==> config.mk <==
export PLATFORM = sky130hd
export DESIGN_NAME = vga_overlay_top
export DESIGN_NICKNAME = d
export VERILOG_FILES = /design/src/vga_pkg.sv /design/src/pixel_if.sv /design/src/vga_sync_gen.sv /design/src/sprite_hit_stage.sv /design/src/color_compose_stage.sv /design/src/vga_overlay_top.sv
export SDC_FILE = /design/constraint.sdc
export NUM_CORES = 1
export LEC_CHECK = 0
export ABC_AREA = 1
export BUFFER_PORTS_ARGS = -buffer_cell sky130_fd_sc_hd__buf_2
export CAP_MARGIN = 0
export CELL_PAD_IN_SITES_DETAIL_PLACEMENT = 0
export CELL_PAD_IN_SITES_GLOBAL_PLACEMENT = 1
export CORE_ASPECT_RATIO = 0.6
export CORE_MARGIN = 4
export CORE_UTILIZATION = 38
export DETAILED_ROUTE_END_ITERATION = 6
export MAX_ROUTING_LAYER = met4
export PLACE_DENSITY = 0.75
export REMOVE_ABC_BUFFERS = 1
export SYNTH_ARGS = -nofsm -noshare
export SYNTH_HDL_FRONTEND = slang
export SYNTH_HIERARCHICAL = 1
export SYNTH_SLANG_ARGS = --single-unit
==> constraint.sdc <==
create_clock -name VGA_CLK_n -period 1.6 [get_ports VGA_CLK_n]
set_input_delay 0.32 -clock VGA_CLK_n [delete_from_list [all_inputs] [get_ports VGA_CLK_n]]
set_output_delay 0.32 -clock VGA_CLK_n [all_outputs]
set_load 0.02 [all_outputs]
==> src/vga_pkg.sv <==
package vga_pkg;

	typedef logic [9:0] coord_t;
	// Byte order is blue, green, red from the top
	typedef logic [23:0] rgb_t;
	// One bit per lives marker
	typedef logic [4:0] lives_t;

	// Horizontal timing in pixels
	localparam int H_ACTIVE = 640;
	localparam int H_FRONT = 16;
	localparam int H_SYNC = 96;
	localparam int H_BACK = 48;
	localparam int H_TOTAL = H_ACTIVE + H_FRONT + H_SYNC + H_BACK;

	// Vertical timing in lines
	localparam int V_ACTIVE = 480;
	localparam int V_FRONT = 10;
	localparam int V_SYNC = 2;
	localparam int V_BACK = 33;
	localparam int V_TOTAL = V_ACTIVE + V_FRONT + V_SYNC + V_BACK;

	// Player boxes and lives markers
	localparam int SPRITE_SIZE = 32;
	localparam int MARKER_SIZE = 10;
	localparam int MARKER_PITCH = 15;
	localparam int MARKER_Y = 10;
	localparam int LIVES1_X = 150;
	localparam int LIVES2_X = 455;

	localparam rgb_t COLOR_BG = 24'h202020;
	// Orange and pink, written as {b, g, r}
	localparam rgb_t COLOR_P1 = 24'h0080FF;
	localparam rgb_t COLOR_P2 = 24'hB469FF;
	localparam rgb_t COLOR_LIVES1 = 24'h00007C;
	localparam rgb_t COLOR_LIVES2 = 24'hAAAAAA;
	// Yellow end screen when player 1 is out
	localparam rgb_t COLOR_END1 = 24'h00FFFF;
	// Blue end screen when player 2 is out
	localparam rgb_t COLOR_END2 = 24'hFF0000;

endpackage

==> src/pixel_if.sv <==
`timescale 1ns/1ps

interface pixel_if;
	vga_pkg::coord_t x;
	vga_pkg::coord_t y;
	logic active;
	// Both syncs are active low
	logic hs;
	logic vs;

	modport src (
		output x, y, active, hs, vs
	);

	modport snk (
		input x, y, active, hs, vs
	);

endinterface

==> src/vga_sync_gen.sv <==
`timescale 1ns/1ps

module vga_sync_gen (
	input logic VGA_CLK_n,
	input logic iRST_n,
	pixel_if.src pix
);

	vga_pkg::coord_t h_cnt;
	vga_pkg::coord_t v_cnt;
	vga_pkg::coord_t h_next;
	vga_pkg::coord_t v_next;
	logic hs_next;
	logic vs_next;
	logic active_next;
	logic hs_q;
	logic vs_q;
	logic active_q;

	// Next position in the frame
	always_comb begin
		if (h_cnt == vga_pkg::coord_t'(vga_pkg::H_TOTAL - 1)) begin
			h_next = '0;
			if (v_cnt == vga_pkg::coord_t'(vga_pkg::V_TOTAL - 1))
				v_next = '0;
			else
				v_next = v_cnt + 1'b1;
		end else begin
			h_next = h_cnt + 1'b1;
			v_next = v_cnt;
		end
	end

	// Sync and active flags follow the next position so all outputs line up
	assign hs_next = !((h_next >= vga_pkg::H_ACTIVE + vga_pkg::H_FRONT) &&
		(h_next < vga_pkg::H_ACTIVE + vga_pkg::H_FRONT + vga_pkg::H_SYNC));
	assign vs_next = !((v_next >= vga_pkg::V_ACTIVE + vga_pkg::V_FRONT) &&
		(v_next < vga_pkg::V_ACTIVE + vga_pkg::V_FRONT + vga_pkg::V_SYNC));
	assign active_next = (h_next < vga_pkg::H_ACTIVE) && (v_next < vga_pkg::V_ACTIVE);

	always_ff @(posedge VGA_CLK_n or negedge iRST_n) begin
		if (!iRST_n) begin
			h_cnt <= '0;
			v_cnt <= '0;
			hs_q <= 1'b1;
			vs_q <= 1'b1;
			active_q <= 1'b0;
		end else begin
			h_cnt <= h_next;
			v_cnt <= v_next;
			hs_q <= hs_next;
			vs_q <= vs_next;
			active_q <= active_next;
		end
	end

	assign pix.x = h_cnt;
	assign pix.y = v_cnt;
	assign pix.hs = hs_q;
	assign pix.vs = vs_q;
	assign pix.active = active_q;

endmodule

==> src/sprite_hit_stage.sv <==
`timescale 1ns/1ps

module sprite_hit_stage (
	input logic VGA_CLK_n,
	input logic iRST_n,
	pixel_if.snk pix_in,
	pixel_if.src pix_out,
	input vga_pkg::coord_t p1_x,
	input vga_pkg::coord_t p1_y,
	input vga_pkg::coord_t p2_x,
	input vga_pkg::coord_t p2_y,
	input vga_pkg::lives_t p1_lives,
	input vga_pkg::lives_t p2_lives,
	output logic p1_hit,
	output logic p2_hit,
	output logic [1:0] marker_hit
);

	localparam int N_MARKERS = $bits(vga_pkg::lives_t);

	vga_pkg::lives_t lives [2];
	vga_pkg::lives_t mark_cover [2];
	logic [1:0] marker_next;
	logic p1_next;
	logic p2_next;

	// Half-open span [lo, lo+size)
	function automatic logic in_span(input vga_pkg::coord_t pos, input vga_pkg::coord_t lo,
		input int size);
		return (pos >= lo) && (int'(pos) < int'(lo) + size);
	endfunction

	assign lives[0] = p1_lives;
	assign lives[1] = p2_lives;

	assign p1_next = in_span(pix_in.x, p1_x, vga_pkg::SPRITE_SIZE) &&
		in_span(pix_in.y, p1_y, vga_pkg::SPRITE_SIZE);
	assign p2_next = in_span(pix_in.x, p2_x, vga_pkg::SPRITE_SIZE) &&
		in_span(pix_in.y, p2_y, vga_pkg::SPRITE_SIZE);

	for (genvar k = 0; k < 2; k++) begin : g_player
		localparam int BASE_X = (k == 0) ? vga_pkg::LIVES1_X : vga_pkg::LIVES2_X;
		for (genvar j = 0; j < N_MARKERS; j++) begin : g_marker
			// Marker j only drawn while its lives bit is set
			assign mark_cover[k][j] = lives[k][j] &&
				in_span(pix_in.x, vga_pkg::coord_t'(BASE_X + j * vga_pkg::MARKER_PITCH),
					vga_pkg::MARKER_SIZE) &&
				in_span(pix_in.y, vga_pkg::coord_t'(vga_pkg::MARKER_Y), vga_pkg::MARKER_SIZE);
		end
		assign marker_next[k] = |mark_cover[k];
	end

	always_ff @(posedge VGA_CLK_n or negedge iRST_n) begin
		if (!iRST_n) begin
			pix_out.x <= '0;
			pix_out.y <= '0;
			pix_out.active <= 1'b0;
			pix_out.hs <= 1'b1;
			pix_out.vs <= 1'b1;
			p1_hit <= 1'b0;
			p2_hit <= 1'b0;
			marker_hit <= '0;
		end else begin
			pix_out.x <= pix_in.x;
			pix_out.y <= pix_in.y;
			pix_out.active <= pix_in.active;
			pix_out.hs <= pix_in.hs;
			pix_out.vs <= pix_in.vs;
			p1_hit <= p1_next;
			p2_hit <= p2_next;
			marker_hit <= marker_next;
		end
	end

endmodule

==> src/color_compose_stage.sv <==
`timescale 1ns/1ps

module color_compose_stage (
	input logic VGA_CLK_n,
	input logic iRST_n,
	pixel_if.snk pix,
	input logic p1_hit,
	input logic p2_hit,
	input logic [1:0] marker_hit,
	input vga_pkg::lives_t p1_lives,
	input vga_pkg::lives_t p2_lives,
	output logic hs,
	output logic vs,
	output logic blank_n,
	output logic [7:0] r,
	output logic [7:0] g,
	output logic [7:0] b
);

	vga_pkg::rgb_t color_next;
	vga_pkg::rgb_t color_q;

	// Front to back, markers stay on top of the end screen
	always_comb begin
		if (!pix.active)
			color_next = '0;
		else if (marker_hit[1])
			color_next = vga_pkg::COLOR_LIVES2;
		else if (marker_hit[0])
			color_next = vga_pkg::COLOR_LIVES1;
		else if (p1_lives == '0)
			color_next = vga_pkg::COLOR_END1;
		else if (p2_lives == '0)
			color_next = vga_pkg::COLOR_END2;
		else if (p2_hit)
			color_next = vga_pkg::COLOR_P2;
		else if (p1_hit)
			color_next = vga_pkg::COLOR_P1;
		else
			color_next = vga_pkg::COLOR_BG;
	end

	always_ff @(posedge VGA_CLK_n or negedge iRST_n) begin
		if (!iRST_n) begin
			hs <= 1'b1;
			vs <= 1'b1;
			blank_n <= 1'b0;
			color_q <= '0;
		end else begin
			hs <= pix.hs;
			vs <= pix.vs;
			blank_n <= pix.active;
			color_q <= color_next;
		end
	end

	assign b = color_q[23:16];
	assign g = color_q[15:8];
	assign r = color_q[7:0];

endmodule

==> src/vga_overlay_top.sv <==
`timescale 1ns/1ps

module vga_overlay_top (
	input logic VGA_CLK_n,
	input logic iRST_n,
	input vga_pkg::coord_t p1_x,
	input vga_pkg::coord_t p1_y,
	input vga_pkg::coord_t p2_x,
	input vga_pkg::coord_t p2_y,
	input vga_pkg::lives_t p1_lives,
	input vga_pkg::lives_t p2_lives,
	output logic hs,
	output logic vs,
	output logic blank_n,
	output logic [7:0] r,
	output logic [7:0] g,
	output logic [7:0] b
);

	// Counter stage to hit stage, then hit stage to colour stage
	pixel_if pix0 ();
	pixel_if pix1 ();

	logic p1_hit;
	logic p2_hit;
	logic [1:0] marker_hit;

	vga_sync_gen sync_i (
		.VGA_CLK_n (VGA_CLK_n),
		.iRST_n (iRST_n),
		.pix (pix0.src)
	);

	sprite_hit_stage hit_i (
		.VGA_CLK_n (VGA_CLK_n),
		.iRST_n (iRST_n),
		.pix_in (pix0.snk),
		.pix_out (pix1.src),
		.p1_x (p1_x),
		.p1_y (p1_y),
		.p2_x (p2_x),
		.p2_y (p2_y),
		.p1_lives (p1_lives),
		.p2_lives (p2_lives),
		.p1_hit (p1_hit),
		.p2_hit (p2_hit),
		.marker_hit (marker_hit)
	);

	color_compose_stage compose_i (
		.VGA_CLK_n (VGA_CLK_n),
		.iRST_n (iRST_n),
		.pix (pix1.snk),
		.p1_hit (p1_hit),
		.p2_hit (p2_hit),
		.marker_hit (marker_hit),
		.p1_lives (p1_lives),
		.p2_lives (p2_lives),
		.hs (hs),
		.vs (vs),
		.blank_n (blank_n),
		.r (r),
		.g (g),
		.b (b)
	);

endmodule

# Word-level counts from Yosys, hierarchy flattened
# Cells that the tools add are included.
[word_totals]
regBits = 57
in_bits = 52
[op_classes]
mux = 10
n_lt_le_gt_ge = 36
reduce_logical = 46
eq_ne = 2
n_addsub = 6
[ops]
columns = ["op", "count"]
rows = [
  ["$mux 24", 6],
  ["$lt 11x32->1", 4],
  ["$lt 10x9->1 const B", 6],
  ["$ge 10x8->1 const B", 5],
  ["$ge 10x9->1 const B", 5],
  ["$lt 10x8->1 const B", 5],
  ["$add 10x6->11 const B", 4],
  ["$ge 10x10->1", 4],
  ["$logic_and 1x1->1", 40],
  ["$lt 10x10->1 const B", 3],
  ["$mux 10", 3],
  ["$mux 22", 1],
  ["$add 10x1->10 const B", 2],
  ["$eq 10x10->1 const B", 2],
  ["$ge 10x10->1 const B", 2],
  ["$ge 10x4->1 const B", 1],
  ["$logic_not 5->1", 2],
  ["$lt 10x5->1 const B", 1],
  ["$reduce_or 5->1", 2],
  ["$logic_not 1->1", 2],
]

# Logic depth before layout (Yosys ltp)
[logic_depth]
word_depth = 7
ltp_mapped = 12
mapped_depth_nobuf = 12

# Cells and area by module
# Netlist, hierarchy kept.
[modules_own_cells]
columns = ["mod", "area_each_um2", "instances", "cells_each"]
rows = [
  ["sprite_hit_stage", 3134.3, 1, 471],
  ["vga_sync_gen", 1377.6, 1, 182],
  ["color_compose_stage", 842.1, 1, 90],
]

# Least setup slack after synthesis
# Ideal clock, no wire load.
[synth_path]
kind = "flip-flop to flip-flop"
start = "register sync_i.h_cnt[1], in the netlist sync_i/pix.x[1]"
end = "register sync_i.active_q, in the netlist sync_i/pix.active"
path_slack_ns = -0.045
n_path_buf = 0
synth_period_minus_slack_ns = 1.645
stages_incl_launch_ff = 11
setup_time_ns = 0.118
t_arrival_ns = 1.527
path_cell_list = "dfrtp_1 ha_1 nand2_1 clkinv_2 nand2_4 nor3_4 nand2_2 nand2_2 nand3_2 nor2_2 nor2_1"
[synth_via]
elab_chain_len = 4
word_cells_on_any_way = 7
cone_classes = "1 x add/sub; 2 x order compare; 1 x eq/ne; 2 x mux; 1 x reduce/logical"
[synth_rtl]
columns = ["element", "line", "rtl"]
rows = [
  ["start, declared", "vga_sync_gen.sv:9", "vga_pkg::coord_t h_cnt;"],
  ["start signal, assigned", "vga_sync_gen.sv:49", "h_cnt <= h_next;"],
  ["$eq 10x10->1", "vga_sync_gen.sv:22", "if (h_cnt == vga_pkg::coord_t'(vga_pkg::H_TOTAL - 1)) begin"],
  ["$mux 10", "vga_sync_gen.sv:22", ""],
  ["named net sync_i.v_next[8]", "vga_sync_gen.sv:12", "vga_pkg::coord_t v_next;"],
  ["$lt 10x9->1", "vga_sync_gen.sv:39", "assign active_next = (h_next < vga_pkg::H_ACTIVE) && (v_next < vga_pkg::V_ACTIVE);"],
  ["$logic_and 1x1->1", "vga_sync_gen.sv:39", ""],
  ["named net sync_i.active_next", "vga_sync_gen.sv:15", "logic active_next;"],
  ["end signal, assigned", "vga_sync_gen.sv:53", "active_q <= active_next;"],
  ["end, declared", "vga_sync_gen.sv:18", "logic active_q;"],
]
# The timed path passes the listed nets, and every way through them passes these cells.

# Worst setup path in the final report
[layout_path]
start = "register sync_i.h_cnt[0], in the netlist sync_i/pix.x[0]"
end = "register sync_i.active_q, in the netlist sync_i/pix.active"
[layout_via]
elab_chain_len = 4
word_cells_on_any_way = 7
cone_classes = "1 x add/sub; 2 x order compare; 1 x eq/ne; 2 x mux; 1 x reduce/logical"
[layout_rtl]
columns = ["element", "line"]
rows = [
  ["$add 10x1->10 / $eq 10x10->1 (equally long branches)", "vga_sync_gen.sv:29, vga_sync_gen.sv:22"],
  ["$mux 10", "vga_sync_gen.sv:22"],
  ["$lt 10x10->1 / $lt 10x9->1 (equally long branches)", "vga_sync_gen.sv:39"],
  ["$logic_and 1x1->1 *", "vga_sync_gen.sv:39"],
  ["named net sync_i.active_next", "vga_sync_gen.sv:15"],
]
# The timed path passes the listed nets; every way through them passes the cells marked *.

==> flow_metrics.env <==
export IMPL_status="finished, violations left"
export IMPL_violations="negative setup slack"
export IMPL_hold_depth=0
export IMPL_ios=79
export IMPL_wl_per_cell_um=12.6
export IMPL_cts_tree="built"
export IMPL_drive_above_1_share_pct=35.2
export IMPL_irDropWorstVdd_v=0.000468
export IMPL_cts_buffer_depth=2
export IMPL_grt_max_degree=33
export IMPL_h_tree_depth=2
export IMPL_finalWorstSetupSlack_ps=-61.5
export IMPL_worstRegToRegCells=8
export IMPL_core_area_um2=12300
export IMPL_clock_latency_ps=290
export IMPL_regToRegEndpoint="sync_i/pix.active"
export IMPL_final_common_cell="nand2_1"
export IMPL_critPathKind="register to register"
export IMPL_fp_dieH_um=95.5
export IMPL_timing_final_crit_share_pct=104
export IMPL_nets=1024
export IMPL_wirelength_um=13500
export IMPL_crit_chain="ha_4 -> nand2_4 -> nor2_4 -> nand4_4 -> buf_6 -> o21a_4 -> nand2_2 -> nor2_2"
export IMPL_grt_pass1_wl_um=21600
export IMPL_maxCapViolations=0
export IMPL_power_leakage_nw=3.94
export IMPL_clock_root_buffer="clkbuf_16"
export IMPL_dieWidth_um=154
export IMPL_maxSlewHeadroom_pct=72.9
export IMPL_area_growth_synth_to_final_pct=39.7
export IMPL_core_rowCount=31
export IMPL_critPathSlowestCell="dfrtp_1"
export IMPL_grt_antenna_before_repair=0
export IMPL_start_util_pct=39.6
export IMPL_skew_ps=9.33
export IMPL_rsz0062_at_grt="true"
export IMPL_drv_slew=0
export IMPL_power_density_nw_per_um2=434
export IMPL_path_max_fanout=6
export IMPL_drt_iter0_drc=264
export IMPL_drc=0
export IMPL_r2r_slack_ps=-60
export IMPL_path_clk_slew_ps=70
export IMPL_fillCellCount=1203
export IMPL_vias=4892
export IMPL_place_ws_ps=-286
export IMPL_setup_viol=5
export IMPL_cts_sinks=49
export IMPL_cp_start_kind="register"
export IMPL_grtUsageTotal_pct=18.5
export IMPL_worstHoldPathType="register to register"
export IMPL_syn_area_um2=4850
export IMPL_required_ps=1780
export IMPL_syn_area_per_cell_um2=6.71
export IMPL_viasPerCell=4.57
export IMPL_synth_cells=723
export IMPL_antennaDiodeCount=0
export IMPL_portBuffers=78
export IMPL_antenna_left=0
export IMPL_min_delay_start="sync_i/pix.vs"
export IMPL_dr_pass1_iters=4
export IMPL_arrival_ps=1840
export IMPL_r2r_start="sync_i/pix.x[0]"
export IMPL_die_area_um2=14700
export IMPL_finalHoldViolCount=0
export IMPL_min_to="hit_i/pix_out.vs"
export IMPL_power_mw=2.95
export IMPL_layout_common_cells="179 x nand2_1, 127 x inv_1, 93 x buf_4, 78 x nor2_1, 78 x buf_2"
export IMPL_dpl_hpwl_um=10800
export IMPL_yosys_warnings=6
export IMPL_numCtsBuffers=5
export IMPL_fin_crit_ps=1660
export IMPL_max_stage_delay_ps=410
export IMPL_end_kind="register"
export IMPL_tightest_slew_ps=407
export IMPL_grt_overflow=0
export IMPL_grt_pass1_vias=4553
export IMPL_place_congestion=0.817
export IMPL_fmax_mhz=602
==> what timing repair did <==
action | 4_1_cts | 5_1_grt
endpoints found under the setup margin | 8 | 11
setup buffers | 12 | 14
gates resized for setup | 41 | 55
pin swaps | 25 | 33
endpoints found under the hold margin | 17 | 0
hold buffers | 1 | 0
cloned | 0 | 0
==> worst max-delay path, delay by kind of cell (launching register included) <==
kind | cells | cell delay [ps]
AOI/OAI and AO/OA | 1 | 210
and+or+nand+nor | 5 | 560
adders and majority gates | 1 | 170
DFF | 1 | 410
buffers and inverters | 1 | 200
==> metrics by stage <==
| step | utilization [%] | instance area (um^2) | cells | hold slack (ps) | setup TNS (ps) |
|---|---|---|---|---|---|
| 6_report | 55.3 | 6780 | 1070 | 355 | -149 |
| 5_1_grt | 55.3 | 6780 | 1070 | 361 | -804 |
| 4_1_cts | 52.4 | 6420 | 1056 | 356 | -72.1 |
| 3_5_place_dp | 48.9 | 6000 | 1035 | 272 | -866 |
| 3_3_place_gp | 48.9 | 6000 | 1035 | 269 | -710 |
| 2_1_floorplan | - | 4790 | 714 | 24.4 | -43.5 |
==> worst max path at each step <==
| stage | end | slack, ps | from |
|---|---|---|---|
| 2_1_floorplan | sync_i/pix.active | -30 | sync_i/pix.x[1] |
| 3_3_place_gp | hit_i/p1_hit | -280 | p1_x[5] |
| 3_5_place_dp | hit_i/p1_hit | -290 | p1_x[5] |
| 4_1_cts | sync_i/pix.active | -30 | sync_i/pix.x[1] |
| 5_1_grt | sync_i/pix.vs | -150 | sync_i/pix.y[9] |
| 6_report | sync_i/pix.active | -60 | sync_i/pix.x[0] |
==> layer usage <==
metal  global-route usage [%]  vias to the layer above  routed length (um)
met4                     2.35                        0                  90
li1                         -                     2605                   -
met5                        -                        -                   0
met2                     26.8                      117                5390
met1                     27.9                     2162                7200
met3                     2.68                        8                 784
==> sequential cells by signal (all words and copies together), names as in the netlist <==
signal and flops:
hit_i/p2_hit 1, sync_i/pix.y 10, hit_i/marker_hit 2, sync_i/pix.hs 1, compose_i/vs 1, hit_i/pix_out.vs 1
hit_i/pix_out.active 1, sync_i/pix.active 1, hit_i/p1_hit 1, compose_i/hs 1, hit_i/pix_out.hs 1, compose_i/blank_n 1
sync_i/pix.vs 1, compose_i/color_q 16, sync_i/pix.x 10
==> layout make-up <==
class / count / area [um^2] / area share [%]
clock buffer: 6 / 139 / 2.05
sequential: 49 / 1250 / 18.4
timing repair buffer: 183 / 1240 / 18.3
multi-input combinational: 520 / 3360 / 49.6
tap: 165 / 206 / 3.04
clock inverter: 2 / 37.5 / 0.554
inverter: 145 / 546 / 8.04
==> power by group <==
part	internal (mW)	total [mW]	switching [mW]
clock	0.779	1.21	0.429
sequential	1.25	1.25	0.00208
combinational	0.219	0.490	0.271
No activity file was read; power rests on OpenSTA's default activity.
